**config.mk**
```make
export PLATFORM = sky130hd
export DESIGN_NAME = exec_unit
export DESIGN_NICKNAME = d
export VERILOG_FILES = /design/src/isa_pkg.sv /design/src/core_pkg.sv /design/src/exec_unit.sv
export SDC_FILE = /design/constraint.sdc
export NUM_CORES = 1
export LEC_CHECK = 0
export BUFFER_PORTS_ARGS = -buffer_cell sky130_fd_sc_hd__buf_2
export CORE_MARGIN = 2
export CORE_UTILIZATION = 29
export DETAILED_ROUTE_END_ITERATION = 6
export MAX_ROUTING_LAYER = met4
export PLACE_DENSITY = 0.48
export SETUP_SLACK_MARGIN = 0.4
export SYNTH_ARGS = -nofsm -noshare
export SYNTH_HDL_FRONTEND = slang
export SYNTH_SLANG_ARGS = --single-unit
export TNS_END_PERCENT = 30
```
**constraint.sdc**
```tcl
create_clock -name clk_i -period 0.8 [get_ports clk_i]
set_input_delay 0.24 -clock clk_i [delete_from_list [all_inputs] [get_ports clk_i]]
set_output_delay 0.24 -clock clk_i [all_outputs]
set_load 0.01 [all_outputs]
```
**src/isa_pkg.sv**
```systemverilog
package isa_pkg;

  // Major opcodes
  localparam logic [6:0] OPC_OP     = 7'b0110011;
  localparam logic [6:0] OPC_OP_IMM = 7'b0010011;
  localparam logic [6:0] OPC_LUI    = 7'b0110111;

  // funct3 codes
  localparam logic [2:0] F3_ADD_SUB = 3'b000;
  localparam logic [2:0] F3_SLT     = 3'b010;
  localparam logic [2:0] F3_XOR     = 3'b100;
  localparam logic [2:0] F3_OR      = 3'b110;
  localparam logic [2:0] F3_AND     = 3'b111;

  // funct7 codes
  localparam logic [6:0] F7_BASE   = 7'b0000000;
  localparam logic [6:0] F7_SUB    = 7'b0100000;
  localparam logic [6:0] F7_MULDIV = 7'b0000001;

  // Operation requested of execute
  typedef enum logic [2:0] {
    ALU_ADD = 3'd0,
    ALU_SUB = 3'd1,
    ALU_AND = 3'd2,
    ALU_OR  = 3'd3,
    ALU_XOR = 3'd4,
    ALU_SLT = 3'd5,
    ALU_MUL = 3'd6
  } alu_op_e;

endpackage
```
**src/core_pkg.sv**
```systemverilog
package core_pkg;

  localparam int XLEN        = 32;
  localparam int NUM_AREGS   = 32;
  localparam int REG_SEL     = 5;
  localparam int ROB_ENTRIES = 8;
  localparam int ROB_SEL     = 3;
  localparam int MUL_LATENCY = 3;

  localparam logic [XLEN-1:0] RESET_PC = '0;

  // IF to ID
  typedef struct packed {
    logic            valid;
    logic [XLEN-1:0] pc;
    logic [XLEN-1:0] insn;
  } fetch_pkt_t;

  // ID to DP
  typedef struct packed {
    logic               valid;
    logic [XLEN-1:0]    pc;
    logic [REG_SEL-1:0] rd;
    logic [REG_SEL-1:0] rs1;
    logic [REG_SEL-1:0] rs2;
    logic               uses_rs1;
    logic               uses_rs2;
    logic               wr_reg;
    logic               src_b_imm;
    logic [XLEN-1:0]    imm;
    isa_pkg::alu_op_e   alu_op;
    logic               is_mul;
    logic               illegal;
  } dec_pkt_t;

  typedef struct packed {
    logic               valid;
    logic               is_mul;
    isa_pkg::alu_op_e   alu_op;
    logic [XLEN-1:0]    op_a;
    logic [XLEN-1:0]    op_b;
    logic [ROB_SEL-1:0] tag;
  } issue_pkt_t;

  typedef struct packed {
    logic               valid;
    logic [ROB_SEL-1:0] tag;
    logic [XLEN-1:0]    data;
  } wb_pkt_t;

  // New ROB entry
  typedef struct packed {
    logic               valid;
    logic [ROB_SEL-1:0] tag;
    logic [XLEN-1:0]    pc;
    logic [REG_SEL-1:0] rd;
    logic               wr_reg;
    logic               illegal;
  } dispatch_pkt_t;

  typedef struct packed {
    logic               valid;
    logic [ROB_SEL-1:0] tag;
    logic [XLEN-1:0]    pc;
    logic [REG_SEL-1:0] rd;
    logic               wr_reg;
    logic               illegal;
  } commit_pkt_t;

  typedef struct packed {
    logic               valid;
    logic [XLEN-1:0]    pc;
    logic [REG_SEL-1:0] rd;
    logic               wr_reg;
    logic [XLEN-1:0]    data;
    logic               illegal;
  } retire_t;

endpackage

```
**src/exec_unit.sv**
```systemverilog
module exec_unit (
  input  logic                 clk_i,
  input  logic                 arst_n_i,
  input  core_pkg::issue_pkt_t issue_i,
  output core_pkg::wb_pkt_t    alu_wb_o,
  output core_pkg::wb_pkt_t    mul_wb_o
);

  logic [core_pkg::XLEN-1:0] alu_res;
  core_pkg::wb_pkt_t         mul_pipe [core_pkg::MUL_LATENCY];

  always_comb begin
    case (issue_i.alu_op)
      isa_pkg::ALU_ADD: alu_res = issue_i.op_a + issue_i.op_b;
      isa_pkg::ALU_SUB: alu_res = issue_i.op_a - issue_i.op_b;
      isa_pkg::ALU_AND: alu_res = issue_i.op_a & issue_i.op_b;
      isa_pkg::ALU_OR:  alu_res = issue_i.op_a | issue_i.op_b;
      isa_pkg::ALU_XOR: alu_res = issue_i.op_a ^ issue_i.op_b;
      isa_pkg::ALU_SLT: begin
        alu_res = ($signed(issue_i.op_a) < $signed(issue_i.op_b)) ?
                  (core_pkg::XLEN)'(1) : '0;
      end
      default: alu_res = '0;
    endcase
  end

  always_ff @(posedge clk_i or negedge arst_n_i) begin
    if (!arst_n_i) begin
      alu_wb_o <= '0;
    end else begin
      alu_wb_o.valid <= issue_i.valid && !issue_i.is_mul;
      alu_wb_o.tag   <= issue_i.tag;
      alu_wb_o.data  <= alu_res;
    end
  end

  // Multiplier keeps the low half of the product
  always_ff @(posedge clk_i or negedge arst_n_i) begin
    if (!arst_n_i) begin
      for (int s = 0; s < core_pkg::MUL_LATENCY; s++) begin
        mul_pipe[s] <= '0;
      end
    end else begin
      mul_pipe[0].valid <= issue_i.valid && issue_i.is_mul;
      mul_pipe[0].tag   <= issue_i.tag;
      mul_pipe[0].data  <= issue_i.op_a * issue_i.op_b;
      for (int s = 1; s < core_pkg::MUL_LATENCY; s++) begin
        mul_pipe[s] <= mul_pipe[s-1];
      end
    end
  end

  assign mul_wb_o = mul_pipe[core_pkg::MUL_LATENCY-1];

endmodule

```
==> metrics.txt, run 1 <==
worst endpoint data arrival time=6450 ps; DIE WIDTH=289 microns; final worst slack=-5290 ps; top post-synthesis cells by count=inv_1, fa_1, nor2_1; core outline area=80400 sq um; crit-path max cell delay=540 ps; # Max-Cap Violations=0; CP Cell Sequence=buf_12, clkinvlp_4, buf_6, nor2_4, fa_1, fa_1, fa_1, inv_2, fa_1, inv_1, fa_1, fa_1, fa_1, fa_1, ha_4, nand3_4, or2_4, buf_4, or3_1, o211ai_1, o22ai_2, xnor2_1; Area Overhead vs Synth=45.4%; CTS tree=yes; Worst-Margin Slew=432 ps; dpl cells=4314; clk root buf=clkbuf_16; vias post-DR=21.2k; Row Count=104; largest family of logic cells by synthesized area=adder cells; post-route cell area=34200 sq um; worst r2r src=mul_pipe[103]; synth warn=0; most used cell, CP=fa_1; FILL cells=7951; pwr/cell area=5060 nW/um^2; setup slack, reg-to-reg=280 ps; cell type with the largest total area after synthesis=fa_1; global route overflow=0; syn_nets=3366; clock slew at reported path FFs=70 ps; violated checks=hold timing, setup timing; Die Y=289 microns; status=finished, violations left; area share of and/or/nand/nor cells after synthesis=0.141; full die area=83400 sq um; Seq/Total Area, Yosys=0.150; Slowest-stage cell, CP=fa_1; Fin. Hold Viols=146; Critical Path Fanout Max=5; Design Power=173 mW; Worst setup EP type=flip-flop; Critical Path Start=issue_i[10]; maximum vdd ir drop=8.06 mV; met2 GRT Util=0.410; Final GP Congestion=0.981; Worst-Skew Late Latency=500 ps; Hold Slack=-243 ps; Max H-tree Level=4; Leak=16.6 nW; IO buf count=145; Reg2Reg Depth=0; global-route wire length before repair=144 mm; mux cell area share after synthesis=0.00559; Synth Area in Adders=0.466; Syn Area/Cell=8.83 sq um; most common cell in the netlist=inv_1; Async S/R FF share, synth=1.00; Worst EP required=1170 ps; final cell count without fillers=4446; Max Slew Vio Count=0; clock tree sinks=141; mean number of vias per cell=4.77; M1 GR Usage=0.297; CP Class=input port to flip-flop; area share of the largest cell type after synthesis=0.349; largest cells by area after synthesis=fa_1, dfrtp_1, ha_1; initial antenna violation count=2; Cell Area, Synth=23500 sq um; busiest grt layer=met2; DP Area=30500 sq um; flops & latches, synth=141; capturing point of the worst reg2reg path=mul_pipe[67]; CP Buf/Inv Count=6; Post-DRT Antenna Nets=0; HPWL after DPL=79.7 mm; WL/cell=21.3 microns; Starting Density=0.292; Synth Instances=2663; vias in the first global route=23.5k; post-place setup slack=-6090 ps; fin util=0.425; DRT iter0 DRCs=1202; largest net degree at the start of global routing=46; Period minus WS final=6090 ps; Slew headroom=0.709; Post-synth EDFFs=0; xor/xnor share of the synthesized area=0.0354; startpoint types=input port; RSZ-0062 raised after global routing=yes; final critical-path share of the clock period=7.61; final setup vio count=135; Pre-antenna DRT Iters=5; Synth Flop Type=dfrtp_1; TritonCTS Buffers=17; Max clock buf depth=2; setup_tns=-210310 ps; IO Count=146; Nets=4074; GRT Util Overall=0.241; Clock Skew=29.5 ps; delay-heaviest family, CP=adder cells; Yosys cell types=73; compound-gate portion of the synthesized area=0.0938; Hold Crit Class=input port to async pin; fmax=164 MHz; layout cell share with drive strength beyond 1=0.375; DRC errors left=0; final WL=94.9 mm; met3 Use GR=0.0300
-- layer usage --
metal	vias up	part of all wire
li1	9633	-
met1	10834	0.42
met2	589	0.50
met3	143	0.049
met4	0	0.036
met5	-	0
-- cell usage in the layout, fill, tap and decap left out, types with 14 or more instances in the layout --
cell	netlist	final
nand2_1	291	282
buf_4	40	586
a21oi_1	90	68
nor2_1	398	331
nand3_1	19	14
fa_1	410	376
nor2_4	0	20
fa_2	0	34
inv_1	467	413
nor2_2	0	47
xor2_1	20	17
dfrtp_1	141	141
buf_12	0	41
clkbuf_16	0	17
buf_6	0	105
ha_4	0	67
o21ai_0	64	42
a21o_1	23	23
buf_2	3	91
nor3_1	32	23
a21oi_2	0	17
o21bai_1	17	14
ha_1	219	145
inv_2	4	35
xnor2_1	75	68
buf_8	0	17
-- cells by family (layout without fill, tap and decap cells) --
| group | after synthesis | count (layout) |
|---|---|---|
| XOR/XNOR | 95 | 95 |
| other | 0 | 2 |
| adder cells (fa/ha/maj) | 629 | 629 |
| AND/OR/NAND/NOR | 810 | 810 |
| buffers and inverters | 642 | 1363 |
| flip-flops | 141 | 141 |
| AO/OA/AOI/OAI | 333 | 333 |
| multiplexers | 13 | 13 |
-- area by class of cell --
type / count / area, sq um / share of cell area
Inverter: 487 / 2030 / 0.0592
Antenna cell: 2 / 5.00 / 0.000146
Clock buffer: 17 / 425 / 0.0124
Multi-Input combinational cell: 1880 / 19600 / 0.573
Timing Repair Buffer: 842 / 7130 / 0.208
Timing Repair inverter: 2 / 22.5 / 0.000659
Sequential cell: 141 / 3530 / 0.103
Clock inverter: 15 / 155 / 0.00454
Tap cell: 1060 / 1330 / 0.0388
-- where the power goes --
part	leakage, nW	internal [mW]	switching, mW
combinational	14.6	80.2	73.1
sequential	1.68	10.6	0.787
clock	0.287	4.39	4.12
-- repair_timing --
item,CTS,global route
endpoints found under the hold margin,146,146
pin swaps,188,106
resized for setup,388,169
buffers inserted,72,24
gates cloned,2,0
setup endpoints to repair,208,208
-- sequential cells by signal, indices dropped and copies added, names as in the netlist --
signal	cells
alu_wb_o	33
mul_wb_o	36
mul_pipe	72
-- worst max path at each step --
stage               cells past startpoint             to
floorplan                              24  mul_pipe[103]
global placement                       26   mul_pipe[97]
detailed placement                     25  mul_pipe[102]
CTS                                    25  mul_pipe[102]
global route                           22  mul_pipe[102]
finish                                 22  mul_pipe[102]
Power figures use the tool's default switching activity.
==> inputs of run 2 (changes only) <==
--- a/config.mk
+++ b/config.mk
@@ -10,8 +10,7 @@
 export CORE_UTILIZATION = 29
 export DETAILED_ROUTE_END_ITERATION = 6
 export MAX_ROUTING_LAYER = met4
-export PLACE_DENSITY = 0.48
-export SETUP_SLACK_MARGIN = 0.4
+export SETUP_SLACK_MARGIN = 0.5
 export SYNTH_ARGS = -nofsm -noshare
 export SYNTH_HDL_FRONTEND = slang
 export SYNTH_SLANG_ARGS = --single-unit
==> constraint.sdc (replaced) <==
create_clock -name clk_i -period 6.7 [get_ports clk_i]
set_input_delay 2.01 -clock clk_i [delete_from_list [all_inputs] [get_ports clk_i]]
set_output_delay 2.01 -clock clk_i [all_outputs]
set_load 0.01 [all_outputs]
==> run 2 against run 1 <==
The flow finishes with violations (setup timing); final cell count decreased by 6.8%; clock skew shrank 0.97 ps; sequential cell count is the same.
==> metrics.txt, run 2 (same netlist as run 1, synthesis figures left out) <==
worst endpoint data arrival time=8360 ps (was 6450 ps); Worst-Skew Late Latency=490 ps (was 500 ps); FILL cells=8256 (was 7951); Die Y=289 microns (unchanged); IO buf count=145 (unchanged); TritonCTS Buffers=17 (unchanged); WL met2=39.4 mm (was 47.1 mm); vias post-DR=19.9k (was 21.2k); top sig layer=met4 (unchanged); Max Slew Vio Count=0 (unchanged); most flop-heavy register=mul_pipe (unchanged); vias in the first global route=21.1k (was 23.5k); startpoint types=input port (unchanged); layout cell share with drive strength beyond 1=0.236 (was 0.375); Hold Slack=345 ps (was -243 ps); core outline area=80400 sq um (unchanged); Final GP Congestion=0.979 (was 0.981); full die area=83400 sq um (unchanged); violated checks=setup timing (was hold timing, setup timing); fmax=126 MHz; DIE WIDTH=289 microns (unchanged); global-route wire length before repair=129 mm (was 144 mm); worst r2r src=mul_pipe[105] (was mul_pipe[103]); Hold Crit Class=flip-flop to flip-flop (was input port to async pin); Post-DRT Antenna Nets=0 (unchanged); DRC errors left=0 (unchanged); Clock Skew=28.5 ps (was 29.5 ps); RSZ-0062 raised after global routing=yes (unchanged); Worst Hold Launch=mul_pipe[85]; CTS tree=yes (unchanged); WL met1=35.4 mm (was 39.8 mm); max reg flops=72 (unchanged); final setup vio count=21 (was 135); Critical Path Start=issue_i[16] (was issue_i[10]); WL/cell=20.1 microns (was 21.3 microns); final critical-path share of the clock period=1.19; status=finished, violations left (unchanged); largest net degree at the start of global routing=98 (was 46); DRT iter0 DRCs=1625 (was 1202); Worst setup EP type=flip-flop (unchanged); Pre-antenna DRT Iters=5 (unchanged); clock tree sinks=141 (unchanged); Nets=3765 (was 4074); # Max-Cap Violations=0 (unchanged); clk root buf=clkbuf_16 (unchanged); CP Cell Sequence=buf_2, clkinvlp_4, buf_4, buf_12, nor2_1, fa_1, inv_1, fa_1, fa_2, fa_1, inv_1, fa_1, fa_1, fa_1, fa_1, ha_1, nand3_2, nor2_4, nor4bb_4, a221o_1, o41ai_4, buf_4, xnor2_2 (was buf_12, clkinvlp_4, buf_6, nor2_4, fa_1, fa_1, fa_1, inv_2, fa_1, inv_1, fa_1, fa_1, fa_1, fa_1, ha_4, nand3_4, or2_4, buf_4, or3_1, o211ai_1, o22ai_2, xnor2_1); initial antenna violation count=7 (was 2); final WL=83.3 mm (was 94.9 mm); most frequent cells in the layout=inv_1, fa_1, nor2_1 (was buf_4, inv_1, fa_1); clock slew at reported path FFs=60 ps (was 70 ps); Max H-tree Level=4 (unchanged); HPWL after DPL=69.7 mm (was 79.7 mm); commonest non-fill, non-tap cell in the layout=inv_1 (was buf_4); most used cell, CP=fa_1 (unchanged); area occupied by multi-input gates=18000 sq um (was 19600 sq um); Critical Path Fanout Max=5 (unchanged); Post-CTS Hold Buffers=0; crit-path max cell delay=550 ps (was 540 ps); Worst-Margin Slew=914 ps (was 432 ps); Slowest-stage cell, CP=fa_1 (unchanged); final worst slack=-1260 ps (was -5290 ps); Starting Density=0.292 (unchanged); CP Class=input port to flip-flop (unchanged); mean number of vias per cell=4.81 (was 4.77); GRT Util Overall=0.213 (was 0.241); Row Count=104 (unchanged); Register Area=3530 sq um (unchanged); Slew headroom=0.391 (was 0.709); post-route cell area=29500 sq um (was 34200 sq um); DP Area=27900 sq um (was 30500 sq um); CP Buf/Inv Count=7 (was 6); IO Count=146 (unchanged); global route overflow=0 (unchanged); Area Overhead vs Synth=25.4% (was 45.4%); post-place setup slack=-1960 ps (was -6090 ps); Max clock buf depth=2 (unchanged); Fin. Hold Viols=0 (was 146); Worst EP required=7100 ps (was 1170 ps); delay-heaviest family, CP=adder cells (unchanged); WL met3=5.69 mm (was 4.66 mm); Period minus WS final=7960 ps
==> run 2: worst paths after layout <==
path,end,slack [ps],cells past startpoint
worst min-delay path,mul_pipe[49],340,0
worst max-delay path,mul_pipe[101],-1260,23
worst min register to register,mul_pipe[49],340,0
max in group asynchronous,mul_pipe[87],3920,2
min in group asynchronous,mul_pipe[79],1650,1
worst max register to register,mul_pipe[69],6150,0
==> run 2: through the flow <==
step           std cells   util  TNS [ps]
2_1_floorplan       2663      -    -19390
3_3_place_gp        4055  0.346    -28620
3_5_place_dp        4055  0.346    -30700
4_1_cts             4127  0.363    -15380
5_1_grt             4142  0.367    -20180
6_report            4142  0.367    -16110
==> run 2: routing by layer <==
layer	global-route usage	vias up
met2	0.343	718
met5	-	-
met3	0.0370	131
li1	-	9015
met1	0.271	10072
met4	0.0678	0
==> run 2: final cells by class <==
type,count,share of cell area
well taps,1060,0.0450
inverters,487,0.0660
diodes,7,0.000594
flip-flops and latches,141,0.120
repair buffers,534,0.138
multi-input cells,1880,0.611
clock buffers,18,0.0149
repair inverters,1,0.000254
clock inverters,14,0.00522
==> run 2: repair_timing <==
item	CTS	global route
gates resized for setup	118	51
setup endpoints to repair	23	23
buffers inserted	39	8
pin swaps	61	47
cloned	1	0
Power of run 2 is not shown: default switching activity piles up to over one toggle a cycle in this logic, so the estimate is an artifact.
